==> config.mk <==
export PLATFORM = sky130hd
export DESIGN_NAME = usb_crc_top
export DESIGN_NICKNAME = d
export VERILOG_FILES = /design/src/common/usb_crc_pkg.sv /design/src/verilog/usb_rst_seq.sv /design/src/verilog/usb_byte_rx.sv /design/src/fifo/usb_byte_fifo.sv /design/src/crc/usb_crc16_chk.sv /design/src/verilog/usb_crc_top.sv
export SDC_FILE = /design/constraint.sdc
export NUM_CORES = 1
export LEC_CHECK = 0
export ABC_CLOCK_PERIOD_IN_PS = 2000
export BUFFER_PORTS_ARGS = -buffer_cell sky130_fd_sc_hd__buf_2
export CAP_MARGIN = 20
export CORE_MARGIN = 2
export CORE_UTILIZATION = 45
export CTS_CLUSTER_SIZE = 24
export DETAILED_ROUTE_END_ITERATION = 8
export PLACE_DENSITY = 0.6
export SLEW_MARGIN = 5
export SYNTH_ARGS = -nofsm -noshare
export SYNTH_HDL_FRONTEND = slang
export SYNTH_HIERARCHICAL = 1
export SYNTH_SLANG_ARGS = --single-unit
==> constraint.sdc <==
create_clock -name clk_usb -period 2 [get_ports clk_usb]
set_input_delay 0.1 -clock clk_usb [delete_from_list [all_inputs] [get_ports clk_usb]]
set_output_delay 0.1 -clock clk_usb [all_outputs]
set_load 0.05 [all_outputs]
==> src/common/usb_crc_pkg.sv <==
/*
 * USB CRC subsystem package
 *
 * Holds the FIFO entry, packet length and CRC16 types, plus the
 * constants of the USB data CRC (reflected 0x8005, seed all ones).
 */

package usb_crc_pkg;

	// ----------------------------------------
	// Types
	// ----------------------------------------

	// One buffered byte, last marks the end of a packet
	typedef struct packed {
		logic       last;
		logic [7:0] data;
	} usb_byte_t;

	// Packet byte count, 1 to 1023
	typedef logic [9:0] usb_len_t;

	typedef logic [15:0] usb_crc_t;

	// ----------------------------------------
	// CRC16 constants
	// ----------------------------------------

	// 0x8005 bit-reversed, for LSB-first shifting
	localparam usb_crc_t CRC_POLY_REFL = 16'hA001;
	localparam usb_crc_t CRC_INIT      = 16'hFFFF;

endpackage

==> src/verilog/usb_rst_seq.sv <==
/*
 * USB domain reset sequencer
 *
 * Holds rst_usb while the PLL is unlocked, then keeps it asserted
 * for eight more clk_usb cycles before a synchronous release.
 */

`timescale 1ns/1ns

module usb_rst_seq (
	input  logic clk_usb,
	input  logic pll_lock,
	output logic rst_usb
);

	// Counter top bit doubles as the reset
	logic [3:0] rst_cnt;

	// ----------------------------------------
	// Release counter
	// ----------------------------------------

	// Loaded with 8 while unlocked, wraps to 0 after eight edges
	always_ff @(posedge clk_usb or negedge pll_lock) begin
		if (!pll_lock) begin
			rst_cnt <= 4'd8;
		end else if (rst_cnt[3]) begin
			rst_cnt <= rst_cnt + 4'd1;
		end
	end

	assign rst_usb = rst_cnt[3];

endmodule

==> src/verilog/usb_byte_rx.sv <==
/*
 * Packet byte receiver
 *
 * Four-phase req/ack slave on the input channel. Each accepted byte
 * is pushed into the FIFO in the cycle in_ack rises; the acknowledge
 * is withheld while the FIFO is full.
 */

`timescale 1ns/1ns

module usb_byte_rx (
	input  logic                  clk_usb,
	input  logic                  rst_usb,
	input  logic                  in_req,
	input  logic [7:0]            in_data,
	input  logic                  in_last,
	output logic                  in_ack,
	input  logic                  full,
	output logic                  wr_en,
	output usb_crc_pkg::usb_byte_t wr_byte
);

	typedef enum logic {
		RX_IDLE,
		RX_ACK
	} rx_state_t;

	rx_state_t state;

	// Handshake FSM
	always_ff @(posedge clk_usb or posedge rst_usb) begin
		if (rst_usb) begin
			state <= RX_IDLE;
			wr_en <= 1'b0;
		end else begin
			// Write strobe lasts a single cycle
			wr_en <= 1'b0;
			case (state)
				RX_IDLE: begin
					// Back-pressure: no ack while the FIFO is full
					if (in_req && !full) begin
						state <= RX_ACK;
						wr_en <= 1'b1;
					end
				end
				RX_ACK: begin
					if (!in_req)
						state <= RX_IDLE;
				end
				default: state <= RX_IDLE;
			endcase
		end
	end

	// Byte capture, data held stable by the agent while in_req is high
	always_ff @(posedge clk_usb) begin
		if (state == RX_IDLE && in_req && !full) begin
			wr_byte.data <= in_data;
			wr_byte.last <= in_last;
		end
	end

	assign in_ack = (state == RX_ACK);

endmodule

==> src/fifo/usb_byte_fifo.sv <==
/*
 * Packet byte FIFO
 *
 * Synchronous circular buffer with first-word fall-through reads.
 * Pointers carry one extra wrap bit so that full and empty decode
 * directly from them. Simultaneous write and read are both taken.
 */

`timescale 1ns/1ns

module usb_byte_fifo #(
	parameter int FIFO_DEPTH = 16
) (
	input  logic                   clk_usb,
	input  logic                   rst_usb,
	input  logic                   wr_en,
	input  usb_crc_pkg::usb_byte_t wr_byte,
	output logic                   full,
	input  logic                   rd_en,
	output usb_crc_pkg::usb_byte_t rd_byte,
	output logic                   empty
);

	localparam int AW = $clog2(FIFO_DEPTH);

	// ----------------------------------------
	// Storage and pointers
	// ----------------------------------------

	usb_crc_pkg::usb_byte_t mem [FIFO_DEPTH];

	logic [AW:0]   wr_ptr;
	logic [AW:0]   rd_ptr;
	logic          do_wr;
	logic          do_rd;

	assign do_wr = wr_en && !full;
	assign do_rd = rd_en && !empty;

	always_ff @(posedge clk_usb or posedge rst_usb) begin
		if (rst_usb) begin
			wr_ptr <= '0;
			rd_ptr <= '0;
		end else begin
			if (do_wr)
				wr_ptr <= wr_ptr + 1'b1;
			if (do_rd)
				rd_ptr <= rd_ptr + 1'b1;
		end
	end

	always_ff @(posedge clk_usb) begin
		if (do_wr)
			mem[wr_ptr[AW-1:0]] <= wr_byte;
	end

	// ----------------------------------------
	// Flags and read port
	// ----------------------------------------

	// Same address, wrap bits differ when the buffer is full
	assign full  = (wr_ptr[AW] != rd_ptr[AW]) && (wr_ptr[AW-1:0] == rd_ptr[AW-1:0]);
	assign empty = (wr_ptr == rd_ptr);

	// Head entry shows without a read strobe
	assign rd_byte = mem[rd_ptr[AW-1:0]];

endmodule

==> src/crc/usb_crc16_chk.sv <==
/*
 * USB data CRC16 checker
 *
 * Pops bytes from the FIFO, runs a bytewise reflected CRC16 and a
 * byte count per packet, and hands the inverted CRC and the length
 * out over a four-phase req/ack channel after each last byte.
 */

`timescale 1ns/1ns

module usb_crc16_chk (
	input  logic                   clk_usb,
	input  logic                   rst_usb,
	input  logic                   empty,
	input  usb_crc_pkg::usb_byte_t rd_byte,
	output logic                   rd_en,
	output logic                   res_req,
	input  logic                   res_ack,
	output usb_crc_pkg::usb_crc_t  res_crc,
	output usb_crc_pkg::usb_len_t  res_len
);

	typedef enum logic [1:0] {
		CK_RUN,
		CK_REQ,
		CK_WAIT
	} ck_state_t;

	ck_state_t             state;
	usb_crc_pkg::usb_crc_t crc;
	usb_crc_pkg::usb_crc_t crc_nxt;
	usb_crc_pkg::usb_len_t len_cnt;

	// LSB-first CRC update over one byte
	function automatic usb_crc_pkg::usb_crc_t crc16_byte(
		input usb_crc_pkg::usb_crc_t c_in,
		input logic [7:0]            d
	);
		usb_crc_pkg::usb_crc_t c;
		c = c_in ^ {8'h00, d};
		for (int i = 0; i < 8; i++) begin
			if (c[0])
				c = (c >> 1) ^ usb_crc_pkg::CRC_POLY_REFL;
			else
				c = c >> 1;
		end
		return c;
	endfunction

	assign crc_nxt = crc16_byte(crc, rd_byte.data);

	// Pop only while no result is outstanding
	assign rd_en = (state == CK_RUN) && !empty;

	// ----------------------------------------
	// Accumulate and report
	// ----------------------------------------

	always_ff @(posedge clk_usb or posedge rst_usb) begin
		if (rst_usb) begin
			state   <= CK_RUN;
			crc     <= usb_crc_pkg::CRC_INIT;
			len_cnt <= '0;
		end else begin
			case (state)
				CK_RUN: begin
					if (rd_en) begin
						crc     <= crc_nxt;
						len_cnt <= len_cnt + 10'd1;
						if (rd_byte.last) begin
							// Fresh seed for the next packet
							crc     <= usb_crc_pkg::CRC_INIT;
							len_cnt <= '0;
							state   <= CK_REQ;
						end
					end
				end
				CK_REQ: begin
					if (res_ack)
						state <= CK_WAIT;
				end
				CK_WAIT: begin
					if (!res_ack)
						state <= CK_RUN;
				end
				default: state <= CK_RUN;
			endcase
		end
	end

	// Result values held until the next last byte
	always_ff @(posedge clk_usb) begin
		if (rd_en && rd_byte.last) begin
			res_crc <= ~crc_nxt;
			res_len <= len_cnt + 10'd1;
		end
	end

	assign res_req = (state == CK_REQ);

endmodule

==> src/verilog/usb_crc_top.sv <==
/*
 * USB CRC subsystem top
 *
 * Reset sequencer, input receiver, byte FIFO and CRC16 checker,
 * all on clk_usb behind the stretched PLL-lock reset.
 */

`timescale 1ns/1ns

module usb_crc_top #(
	parameter int FIFO_DEPTH = 16
) (
	input  logic                  clk_usb,
	input  logic                  pll_lock,
	input  logic                  in_req,
	input  logic [7:0]            in_data,
	input  logic                  in_last,
	output logic                  in_ack,
	output logic                  res_req,
	input  logic                  res_ack,
	output usb_crc_pkg::usb_crc_t res_crc,
	output usb_crc_pkg::usb_len_t res_len
);

	// ----------------------------------------
	// Internal wiring
	// ----------------------------------------

	logic                   rst_usb;
	logic                   wr_en;
	logic                   full;
	logic                   rd_en;
	logic                   empty;
	usb_crc_pkg::usb_byte_t wr_byte;
	usb_crc_pkg::usb_byte_t rd_byte;

	usb_rst_seq rst_seq_i (
		.clk_usb  (clk_usb),
		.pll_lock (pll_lock),
		.rst_usb  (rst_usb)
	);

	usb_byte_rx byte_rx_i (
		.clk_usb (clk_usb),
		.rst_usb (rst_usb),
		.in_req  (in_req),
		.in_data (in_data),
		.in_last (in_last),
		.in_ack  (in_ack),
		.full    (full),
		.wr_en   (wr_en),
		.wr_byte (wr_byte)
	);

	usb_byte_fifo #(
		.FIFO_DEPTH (FIFO_DEPTH)
	) byte_fifo_i (
		.clk_usb (clk_usb),
		.rst_usb (rst_usb),
		.wr_en   (wr_en),
		.wr_byte (wr_byte),
		.full    (full),
		.rd_en   (rd_en),
		.rd_byte (rd_byte),
		.empty   (empty)
	);

	usb_crc16_chk crc_chk_i (
		.clk_usb (clk_usb),
		.rst_usb (rst_usb),
		.empty   (empty),
		.rd_byte (rd_byte),
		.rd_en   (rd_en),
		.res_req (res_req),
		.res_ack (res_ack),
		.res_crc (res_crc),
		.res_len (res_len)
	);

endmodule

# Yosys cells after proc, flatten, opt, wreduce, memory -nomap -nowiden
# Memories as Yosys holds them, arrays and structs flattened.
# Cells that the tools add are included.
# totals
mem_count	1
wordCells	73
inputBits	13
mem_bits_rw	144
reg_bits	79
# memory_table
name	words	word_bits	rd	rd_clocked_by_memory_dff	wr	line_no	rtl
byte_fifo_i.mem	16	9	1	0	1	usb_byte_fifo.sv:30	usb_crc_pkg::usb_byte_t mem [FIFO_DEPTH];
# op_classes
n_addsub	4
reduce_logical	13
bitwise_logic	11
n_mux	22
eq_ne	9
# ops
operator	n
2-to-1 mux 16 bit	9
inverter 2 -> 3 bit	8
inverter 16 bit	1
XOR 16 x 8 -> 16 bit	1
adder 10 x 1 -> 10 bit, second input constant	1
adder 5 x 1 -> 5 bit, second input constant	2
2-to-1 mux 10 bit	1
logical AND 1 bit	8
2-to-1 mux 2 bit	4
one-hot mux 2 bit (3 select lines)	1
== test 5 bit	1
2-to-1 mux 1 bit	5
adder 4 x 1 -> 4 bit, second input constant	1
== test 4 bit	1
2-to-1 mux 4 bit	1
!= test 2 x 1 -> 1 bit, second input constant	2
!= test 2 bit, second input constant	2
AND reduction 4 bit	1
== test 2 x 1 -> 1 bit, second input constant	1
== test 2 bit, second input constant	1
logical NOT 1 bit	2
logical NOT 2 bit	1
one-hot mux 1 bit (2 select lines)	1
AND reduction 2 bit	1
2 further kinds	2

# Longest topological paths before layout
# Gate-level depths: netlist of the first run.
# An unclocked memory read counts as a cell.
# logic_depth
ltp_word	19
ltp_mapped	12
depth_no_buf	8

# By module
# Netlist of the first run, hierarchy kept.
# by_module_without_submodules
module	area_each_um2	instances	cells_each
usb_byte_fifo	6227.2	1	302
usb_crc16_chk	2258.4	1	176
usb_byte_rx	350.3	1	16
usb_rst_seq	160.2	1	11

# Least setup slack after synthesis of the first run
# No wires, ideal clock.
# synth_path
path_kind	flip-flop to flip-flop
from	reg byte_fifo_i.rd_ptr[1]
to	reg crc_chk_i.res_crc[14] (data pin)
t_arrival_ps	2528
path_stages_with_launch	9
path_buffers	1
path_slack_ps	-797
synth_period_minus_slack_ps	2797
cell_sequence	dfrtp_1 buf_2 mux4_1 a22oi_1 nand2_1 xnor2_1 xnor2_1 xor3_2 xnor2_1
# synth_lines
element	line_no	rtl
from (decl)	usb_byte_fifo.sv:33	logic [AW:0] rd_ptr;
from (signal assigned)	usb_byte_fifo.sv:48	rd_ptr <= rd_ptr + 1'b1;
to (signal assigned)	usb_crc16_chk.sv:94	res_crc <= ~crc_nxt;
to (decl)	usb_crc16_chk.sv:19	output usb_crc_pkg::usb_crc_t res_crc,

==> results.py, run 1 <==
metrics = {
    "setup_path": {
        "r2r_slack_ns": -0.85,
        "reg2reg_from": "byte_fifo_i/rd_ptr[1]$_DFFE_PP0P_",
        "setup.worst_path.start_class": "flop",
        "r2r-end": "crc_chk_i/res_crc[0]$_DFFE_PP_",
        "arrival_ns": 3.10,
        "path_class": "reg2reg",
        "critPathMaxFanout": 7,
        "end_kind": "flop",
        "required_ns": 2.25,
        "r2r_cells": 9,
    },
    "floorplanning": {
        "ioPinCount": 41,
        "rows": 51,
        "coreArea_mm2": 0.01953,
        "start_util_pct": 46.07,
        "dieHeight_um": 145.4,
        "fp.dieW_um": 145.4,
        "die-area_mm2": 0.02114,
    },
    "clocking": {
        "cts_tree": "done",
        "cts.sinks": 223,
        "cts_max_level": 1,
        "cts-root-buf": "clkbuf_16",
        "clockBufferDepth": 3,
        "clkTransAtPathRegs_ns": 0.06,
        "numCtsBuffers": 23,
        "clock_latency_ns": 0.51,
    },
    "timing": {
        "min_period_ns": 2.853,
        "maxSlewHeadroom_pct": 59.66,
        "tightest_slew_ns": 0.6052,
        "grt_setup_unrepaired": "yes",
        "fin_skew_ns": 0.01750,
        "max_freq_mhz": 350.5,
        "setup_viol": 221,
        "drv_slew": 0,
        "final.period_utilization_pct": 142.7,
        "setup_slack_ns": -0.8532,
        "timing.final.hold_violations": 0,
    },
    "synthesis": {
        "synth_xor_xnor_area_share_pct": 4.812,
        "syn_area_per_cell_um2": 17.81,
        "synth_top_area_share_pct": 59.75,
        "synth_fa_ha_area_share_pct": 0.9736,
        "yosysSeqAreaShare_pct": 72.23,
        "yosys_register_bits": 223,
        "synth_area_leaders": "edfxtp_1 (60%), dfrtp_1 (7.5%), mux4_2 (5.3%), dfstp_2 (5.0%), mux4_1 (4.4%)",
        "syn-cell-area_mm2": 0.008996,
        "synth-edff-count": 179,
        "synthMuxAreaShare_pct": 10.33,
        "synth_ff_type": "edfxtp_1",
        "synth_top_family_by_area": "multiplexers",
        "synthCells": 505,
        "synthSimpleGateAreaFrac_pct": 4.910,
        "async_flop_share_pct": 19.73,
        "yosysTopAreaCell": "edfxtp_1",
        "synthesis.nets": 525,
        "synth_compound_area_share_pct": 4.451,
        "yosysUniqueCellTypes": 50,
        "yosysWarnings": 6,
    },
    "cells_and_area": {
        "fin_area_mm2": 0.01211,
        "finish.utilization_pct": 62.03,
        "nFillCells": 1436,
        "register_area_mm2": 0.006499,
        "stdcell_count": 960,
        "nNetsFinal": 701,
        "multiInputGateArea_mm2": 0.002912,
        "area_growth_pct": 34.63,
        "antenna_cells": 0,
        "drive_gt1_share_pct": 48.49,
    },
    "detailed_routing": {
        "drtIter0Drc": 318,
        "antenna_left": 0,
        "firstDrtPassIters": 4,
        "drt-total-wl_mm": 18.94,
        "vias_per_cell": 5.198,
        "vias": 4990,
        "drc": 0,
        "wl_per_cell_um": 19.72,
    },
    "grt": {
        "grt_overflow": 0,
        "track_usage_pct": 18.26,
        "grt_pass1_vias": 5381,
        "grt_max_degree": 29,
        "antenna_found_initial": 0,
        "grt_pass1_wl_mm": 30.22,
    },
    "run_status": {
        "status": "finished with violations",
        "failed_checks": "setup timing",
    },
    "placed_design": {
        "dp.cells": 856,
        "hpwlAfterDp_mm": 11.67,
        "io_buffers": 40,
        "gp_congestion": 0.7683,
        "place_ws_ns": -0.9122,
        "placement.cell_area_mm2": 0.01025,
    },
    "job": {
        "maxCapViolations": 0,
    },
    "min_path": {
        "hold_class": "in2async",
    },
}
## logic make-up (layout without fill, tap and decap cells)
| family | after synthesis | after routing |
|---|---|---|
| flops | 223 | 223 |
| fa+ha+maj | 7 | 7 |
| compound gates | 58 | 58 |
| buf+inv | 39 | 225 |
| mux | 41 | 41 |
| xor+xnor | 45 | 45 |
| simple gates | 92 | 96 |
## placed cells by master, fill, tap and decap left out, types with 16 or more instances in the layout
cell type and n:
nand2_1 27, dfstp_2 17, buf_12 17, edfxtp_1 179, buf_2 40, dfrtp_1 26, xnor2_2 16, buf_6 29
clkbuf_16 25, mux4_2 33, a22oi_2 19, buf_4 66
## per-layer routing
metal  vias to the layer above  track usage, %  part of all wire (%)
met4                         0           5.245                   2.5
li1                       2309               -                     -
met3                        32           2.163                   3.8
met5                         -               0                     0
met2                       110           32.32                    53
met1                      2539           24.00                    41
## synth_stat cells (all sizes together), types with 6 or more instances
cell,n
edfxtp,179
mux4,36
xnor2,36
nand2,34
dfrtp,27
a22oi,23
dfstp,17
inv,16
nor2,16
o21ai,15
buf,13
nor3,12
clkbuf,10
xor2,8
a21oi,7
ha,7
nand3,6
## layout make-up
| cell class | instances | share of cell area, % |
|---|---|---|
| Timing Repair Buffer | 170 | 13.21 |
| Clock buffer | 30 | 5.052 |
| Sequential cell | 223 | 53.66 |
| Multi-Input combinational cell | 247 | 24.04 |
| Clock inverter | 9 | 0.7851 |
| Tap cell | 265 | 2.738 |
| Inverter | 16 | 0.5165 |
## metrics by stage
step	setup TNS (ns)	hold WS (ns)
2_1_floorplan	-10.54	-0.1956
3_3_place_gp	-48.24	-0.09596
3_5_place_dp	-50.30	-0.08887
4_1_cts	-37.68	0.07260
5_1_grt	-55.58	0.08978
6_report	-41.65	0.08471
## critical path, cell delays in order, from the launching register on
cell and delay (ns):
dfrtp_2 0.41, buf_12 0.14, buf_6 0.10, mux4_2 0.50, a22oi_2 0.19, nand2_2 0.10, xnor2_2 0.24, xnor2_2 0.17
xor3_2 0.57, xnor2_2 0.18
## worst max-delay path by stage
stage | depth (start not counted) | end | from | slack (ns)
6_report | 9 | crc_chk_i/res_crc[0]$_DFFE_PP_ | byte_fifo_i/rd_ptr[1]$_DFFE_PP0P_ | -0.85
3_3_place_gp | 8 | crc_chk_i/res_crc[15]$_DFFE_PP_ | byte_fifo_i/rd_ptr[1]$_DFFE_PP0P_ | -0.86
4_1_cts | 9 | crc_chk_i/res_crc[0]$_DFFE_PP_ | byte_fifo_i/rd_ptr[1]$_DFFE_PP0P_ | -0.84
2_1_floorplan | 9 | crc_chk_i/res_crc[14]$_DFFE_PP_ | byte_fifo_i/rd_ptr[1]$_DFFE_PP0P_ | -0.75
3_5_place_dp | 8 | crc_chk_i/res_crc[0]$_DFFE_PP_ | byte_fifo_i/rd_ptr[1]$_DFFE_PP0P_ | -0.91
5_1_grt | 9 | crc_chk_i/res_crc[0]$_DFFE_PP_ | byte_fifo_i/rd_ptr[1]$_DFFE_PP0P_ | -0.96
## flip-flops by register name, indices dropped and copies added, names as in the netlist
| signal | cells |
|---|---|
| byte_rx_i/wr_en | 1 |
| byte_rx_i/in_ack | 1 |
| byte_fifo_i/mem | 144 |
| byte_fifo_i/wr_ptr | 5 |
| crc_chk_i/state | 2 |
| crc_chk_i/len_cnt | 10 |
| rst_seq_i/rst_cnt | 4 |
| byte_rx_i/wr_byte | 9 |
| crc_chk_i/res_crc | 16 |
| byte_fifo_i/rd_ptr | 5 |
| crc_chk_i/res_len | 10 |
| crc_chk_i/crc | 16 |
## timing repair
action | in CTS | in global routing
gates cloned | 10 | 0
endpoints found under the setup margin | 219 | 223
pin swaps | 51 | 44
gates resized for setup | 86 | 55
hold buffers | 13 | 0
endpoints found under the hold margin | 17 | 0
buffers inserted | 32 | 22
Power of run 1 is left out: the tool's default activity adds up to more than one toggle a clock period on the data nets, which glitch-free logic cannot reach.
==> run 2, diff against run 1 <==
==> constraint.sdc (replaced) <==
create_clock -name clk_usb -period 2 [get_ports clk_usb]
set_input_delay 0.3 -clock clk_usb [delete_from_list [all_inputs] [get_ports clk_usb]]
set_output_delay 0.3 -clock clk_usb [all_outputs]
set_load 0.02 [all_outputs]
==> run 2 against run 1 <==
  * The flow still finishes with violations (setup timing)
  * Cell count decreased by 0.31%
  * Die area unchanged
  * Worst hold slack got worse by 0.058 ns
  * Final area decreased by 0.25%
  * Critical path depth unchanged
  * Non-clock buffer count decreased by 3
  * Register-to-register slack about the same
==> results.py, run 2 (synthesis results as in run 1) <==
metrics = {
    "job": {
        "maxCapViolations": 0,
    },
    "pwr": {
        "ir_drop_mv": 1.316,
        "power_mw": 23.94,
        "p_leak_nw": 4.425,
        "powerDensity_mw_per_mm2": 1981,
    },
    "timing": {
        "setup_slack_ns": -0.8591,
        "grt_setup_unrepaired": "yes",
        "setup_viol": 221,
        "fin_skew_ns": 0.01703,
        "maxSlewHeadroom_pct": 60.51,
        "setup_tns_ns": -41.58,
        "drv_slew": 0,
        "min_period_ns": 2.859,
        "final.period_utilization_pct": 143.0,
        "tightest_slew_ns": 0.5923,
        "max_freq_mhz": 349.8,
        "timing.final.hold_violations": 0,
    },
    "cells_and_area": {
        "multiInputGateArea_mm2": 0.002912,
        "register_area_mm2": 0.006499,
        "final_cell_mix": "edfxtp_1 (179), buf_4 (66), buf_2 (40)",
        "area_growth_pct": 34.30,
        "fin_area_mm2": 0.01208,
        "nNetsFinal": 698,
        "finish.utilization_pct": 61.87,
        "final_common_cell": "edfxtp_1",
        "drive_gt1_share_pct": 48.70,
        "antenna_cells": 0,
        "largest_reg_flops": 144,
        "nFillCells": 1440,
    },
    "detailed_routing": {
        "vias": 4977,
        "drt-total-wl_mm": 18.85,
        "firstDrtPassIters": 4,
        "wl_per_cell_um": 19.69,
        "drtIter0Drc": 309,
        "drc": 0,
        "antenna_left": 0,
        "vias_per_cell": 5.201,
    },
    "clocking": {
        "clockBufferDepth": 3,
        "cts-root-buf": "clkbuf_16",
        "numCtsBuffers": 23,
        "cts_max_level": 1,
        "clock_latency_ns": 0.51,
        "clkTransAtPathRegs_ns": 0.06,
        "cts.sinks": 223,
        "cts_tree": "done",
    },
    "setup_path": {
        "setup.worst_path.start_class": "flop",
        "worst_path_largest_cell_delay_ns": 0.57,
        "crit_path_top_delay_cell": "xor3_2",
        "required_ns": 2.25,
        "crit_buf_inv": 2,
        "arrival_ns": 3.11,
        "cp_cell_sequence": "buf_12, buf_6, mux4_2, a22oi_2, nand2_2, xnor2_2, xnor2_2, xor3_2, xnor2_2",
        "cp_top_family": "XOR/XNOR gates",
        "cpMostUsedCell": "xnor2_2",
        "critPathMaxFanout": 7,
        "end_kind": "flop",
        "path_class": "reg2reg",
    },
    "grt": {
        "grt-busiest-layer": "met2",
        "met1_usage_pct": 23.95,
        "grt_pass1_vias": 5370,
        "grt_pass1_wl_mm": 30.15,
        "grt_util_met2_pct": 32.23,
        "grt.met3_usage_pct": 2.163,
        "antenna_found_initial": 0,
        "track_usage_pct": 18.22,
        "grt_overflow": 0,
        "grt_max_degree": 29,
    },
    "floorplanning": {
        "die-area_mm2": 0.02114,
        "rows": 51,
        "ioPinCount": 41,
        "coreArea_mm2": 0.01953,
        "fp.dieW_um": 145.4,
        "start_util_pct": 46.07,
        "dieHeight_um": 145.4,
    },
    "min_path": {
        "hold_class": "in2reg",
    },
    "placed_design": {
        "placement.cell_area_mm2": 0.01025,
        "hpwlAfterDp_mm": 11.67,
        "gp_congestion": 0.7683,
        "io_buffers": 40,
        "place_ws_ns": -0.9122,
    },
    "run_status": {
        "status": "finished with violations",
        "failed_checks": "setup timing",
    },
}
-- run 2: changes by cell type in the layout (fill, tap and decap cells not counted), sizes merged --
| cell | previous run | this run |
|---|---|---|
| dlygate4sd3 | 13 | 10 |
-- run 2: routing by layer --
layer / wire, µm / share of wire (%) / vias to the layer above
li1: - / - / 2304
met1: 7709 / 41 / 2532
met2: 9984 / 53 / 109
met3: 670 / 3.6 / 32
met4: 481 / 2.6 / 0
met5: 0 / 0 / -
-- run 2: layout make-up --
class,count,share of cell area (%)
sequential,223,53.79
multi-input combinational,247,24.10
timing repair buffer,167,13.00
clock buffer,30,5.064
tap,265,2.744
clock inverter,9,0.7871
inverter,16,0.5178
-- run 2: power breakdown --
group / internal (mW) / switching, mW
sequential: 6.48 / 0.529
clock: 2.40 / 1.65
combinational: 6.73 / 6.15
-- run 2: worst register-to-register path, stage by stage (launching register included) --
cell     delay [ns]
dfrtp_2        0.41
buf_12         0.14
buf_6          0.10
mux4_2         0.50
a22oi_2        0.19
nand2_2        0.10
xnor2_2        0.24
xnor2_2        0.17
xor3_2         0.57
xnor2_2        0.18
-- run 2: timing repair --
item | CTS | global route
hold buffers | 10 | 0
pin swaps | 51 | 44
resized for setup | 86 | 55
buffers inserted | 32 | 22
endpoints found under the hold margin | 13 | 0
endpoints found under the setup margin | 219 | 223
cloned | 10 | 0
-- run 2: final timing paths --
path	start	to	cells past startpoint	slack [ns]
worst min register to register	rst_seq_i/rst_cnt[3]$_DFF_PN1_	byte_rx_i/wr_en$_DFF_PP0_	1	0.19
worst max register to register	byte_fifo_i/rd_ptr[1]$_DFFE_PP0P_	crc_chk_i/res_crc[0]$_DFFE_PP_	9	-0.86
max in group asynchronous	rst_seq_i/rst_cnt[3]$_DFF_PN1_	crc_chk_i/crc[15]$_DFFE_PP1P_	2	1.27
worst min-delay path	res_ack	crc_chk_i/state[1]$_DFFE_PP0P_	3	0.03
worst max-delay path	byte_fifo_i/rd_ptr[1]$_DFFE_PP0P_	crc_chk_i/res_crc[0]$_DFFE_PP_	9	-0.86
min in group asynchronous	pll_lock	rst_seq_i/rst_cnt[0]$_DFFE_PN0P_	2	0.14
-- run 2: metrics by stage --
stage / hold slack, ns / std cells
6_report: 0.02649 / 957
5_1_grt: 0.05257 / 957
4_1_cts: 0.02137 / 942
3_5_place_dp: 0.1111 / 856
3_3_place_gp: 0.1040 / 856
2_1_floorplan: 0.004409 / 505
Note: power is estimated with default switching activity, not from simulation.
==> run 3, diff against run 2 <==
--- a/config.mk
+++ b/config.mk
@@ -13,6 +13,7 @@
 export CTS_CLUSTER_SIZE = 24
 export DETAILED_ROUTE_END_ITERATION = 8
 export PLACE_DENSITY = 0.6
+export RECOVER_POWER = 100
 export SLEW_MARGIN = 5
 export SYNTH_ARGS = -nofsm -noshare
 export SYNTH_HDL_FRONTEND = slang
==> run 3 against run 2 <==
  * The flow still finishes with violations (setup timing)
  * Global-route usage is the same
  * Power shrank 0.50%
  * Register-to-register slack is essentially flat
  * Combinational power is essentially flat
  * Critical path depth is the same
  * Via count is essentially flat
  * Critical endpoint unchanged
==> results.py, run 3 (synthesis results as in run 1) <==
metrics = {
    "detailed_routing": {
        "routed-wl-met3_um": 533,
        "wl_per_cell_um": 19.86,
        "firstDrtPassIters": 4,
        "top_layer": "met4",
        "drc": 0,
        "vias": 4975,
        "vias_per_cell": 5.199,
        "drt-total-wl_mm": 19.00,
        "drtIter0Drc": 332,
        "wl_met2_mm": 10.00,
        "wl_met1_mm": 7.984,
        "antenna_left": 0,
    },
    "timing": {
        "setup_viol": 223,
        "tightest_slew_ns": 0.7288,
        "setup_tns_ns": -57.60,
        "fin_skew_ns": 0.01885,
        "setup_slack_ns": -0.8582,
        "maxSlewHeadroom_pct": 51.41,
        "timing.final.hold_violations": 0,
        "drv_slew": 0,
        "max_freq_mhz": 349.9,
        "grt_setup_unrepaired": "yes",
        "min_period_ns": 2.858,
        "final.period_utilization_pct": 142.9,
    },
    "setup_path": {
        "cp.depth": 9,
        "setup.worst_path.start_class": "flop",
        "r2r_slack_ns": -0.86,
        "cp_cell_sequence": "buf_12, buf_6, mux4_2, a22oi_2, nand2_2, xnor2_2, xnor2_2, xor3_2, xnor2_2",
        "r2r_cells": 9,
        "cpMostUsedCell": "xnor2_2",
        "worst_path_largest_cell_delay_ns": 0.57,
        "critPathMaxFanout": 7,
        "crit_path_top_delay_cell": "xor3_2",
        "cp_top_family": "XOR/XNOR gates",
        "crit_buf_inv": 2,
        "r2r-end": "crc_chk_i/res_crc[0]$_DFFE_PP_",
        "crit_start": "byte_fifo_i/rd_ptr[1]$_DFFE_PP0P_",
        "reg2reg_from": "byte_fifo_i/rd_ptr[1]$_DFFE_PP0P_",
        "arrival_ns": 3.11,
        "critPathCapture": "crc_chk_i/res_crc[0]$_DFFE_PP_",
        "end_kind": "flop",
        "required_ns": 2.25,
        "path_class": "reg2reg",
    },
    "floorplanning": {
        "fp.dieW_um": 145.4,
        "dieHeight_um": 145.4,
        "ioPinCount": 41,
        "rows": 51,
        "start_util_pct": 46.07,
        "coreArea_mm2": 0.01953,
        "die-area_mm2": 0.02114,
    },
    "grt": {
        "grt_overflow": 0,
        "grt_pass1_vias": 5370,
        "antenna_found_initial": 0,
        "grt_pass1_wl_mm": 30.15,
        "grt_max_degree": 29,
        "track_usage_pct": 18.22,
    },
    "clocking": {
        "numCtsBuffers": 23,
        "cts.sinks": 223,
        "cts-root-buf": "clkbuf_16",
        "clkTransAtPathRegs_ns": 0.06,
        "clock_latency_ns": 0.51,
        "cts_tree": "done",
        "cts_max_level": 1,
        "clockBufferDepth": 3,
    },
    "run_status": {
        "status": "finished with violations",
        "failed_checks": "setup timing",
    },
    "cells_and_area": {
        "final_common_cell": "edfxtp_1",
        "stdcell_count": 957,
        "antenna_cells": 0,
        "nFillCells": 1465,
        "drive_gt1_share_pct": 43.64,
        "largest_reg_flops": 144,
        "area_growth_pct": 33.42,
        "final_cell_mix": "edfxtp_1 (179), buf_4 (65), clkbuf_1 (35)",
        "nNetsFinal": 698,
    },
    "placed_design": {
        "io_buffers": 40,
        "place_ws_ns": -0.9122,
        "hpwlAfterDp_mm": 11.67,
        "gp_congestion": 0.7683,
        "dp.cells": 856,
    },
    "job": {
        "maxCapViolations": 0,
    },
    "pwr": {
        "power_mw": 23.82,
        "p_leak_nw": 4.327,
        "powerDensity_mw_per_mm2": 1984,
        "ir_drop_mv": 1.317,
    },
    "min_path": {
        "hold_class": "in2reg",
    },
}
run 3: cell count changes in the layout (fill, tap and decap cells not counted), moves of 3 or more:
cell / before / now
buf_2: 40 / 11
clkbuf_1: 6 / 35
dfstp_1: 0 / 4
dfstp_2: 17 / 13
clkbuf_2: 0 / 3
run 3: stage by stage:
stage	hold slack [ns]	util, %	cell area, µm²
2_1_floorplan	0.004409	-	9229
3_3_place_gp	0.1040	52.51	10250
3_5_place_dp	0.1111	52.51	10250
4_1_cts	0.02137	60.26	11770
5_1_grt	0.05257	61.47	12000
6_report	0.02611	61.47	12000
run 3: what timing repair did:
action                                  4_1_cts  5_1_grt
buffers inserted                             32       22
hold endpoints to repair                     13        0
pin swaps                                    51       44
endpoints found under the setup margin      219      223
cloned                                       10        0
hold buffers                                 10        0
resized for setup                            86       55
run 3: worst register-to-register path, delay by kind of cell (launching register included):
kind / cells / cell delay [ns]
xor+xnor: 4 / 1.16
mux: 1 / 0.50
compound gates: 1 / 0.19
buf+inv: 2 / 0.24
flops: 1 / 0.41
simple gates: 1 / 0.10
run 3: routing by layer:
| metal | GRT usage (%) | vias up |
|---|---|---|
| met5 | 0 | - |
| met2 | 32.23 | 92 |
| met3 | 2.163 | 32 |
| li1 | - | 2301 |
| met1 | 23.95 | 2550 |
| met4 | 5.245 | 0 |
run 3: final cells by class:
class                      instances  area [µm²]  area share, %
clock inverter                     9       95.09         0.7922
tap                              265       331.6          2.762
sequential                       223        6499          54.14
clock buffer                      30       611.8          5.097
multi-input combinational        247        2902          24.17
inverter                          16       62.56         0.5212
timing repair buffer             167        1501          12.51
run 3: worst min path at each step:
stage | slack (ns) | cells after the start | endpoint | start
3_5_place_dp | 0.11 | 1 | rst_seq_i/rst_cnt[0]$_DFFE_PN0P_ | pll_lock
6_report | 0.03 | 3 | crc_chk_i/state[1]$_DFFE_PP0P_ | res_ack
2_1_floorplan | 0.004 | 0 | rst_seq_i/rst_cnt[0]$_DFFE_PN0P_ | pll_lock
5_1_grt | 0.05 | 3 | crc_chk_i/state[1]$_DFFE_PP0P_ | res_ack
3_3_place_gp | 0.10 | 1 | rst_seq_i/rst_cnt[2]$_DFFE_PN0P_ | pll_lock
4_1_cts | 0.02 | 3 | crc_chk_i/state[1]$_DFFE_PP0P_ | res_ack
run 3: power by group:
| group | internal, mW | total, mW | switching (mW) |
|---|---|---|---|
| Clock | 2.40 | 4.05 | 1.65 |
| Sequential | 6.48 | 7.02 | 0.540 |
| Combinational | 6.61 | 12.7 | 6.14 |
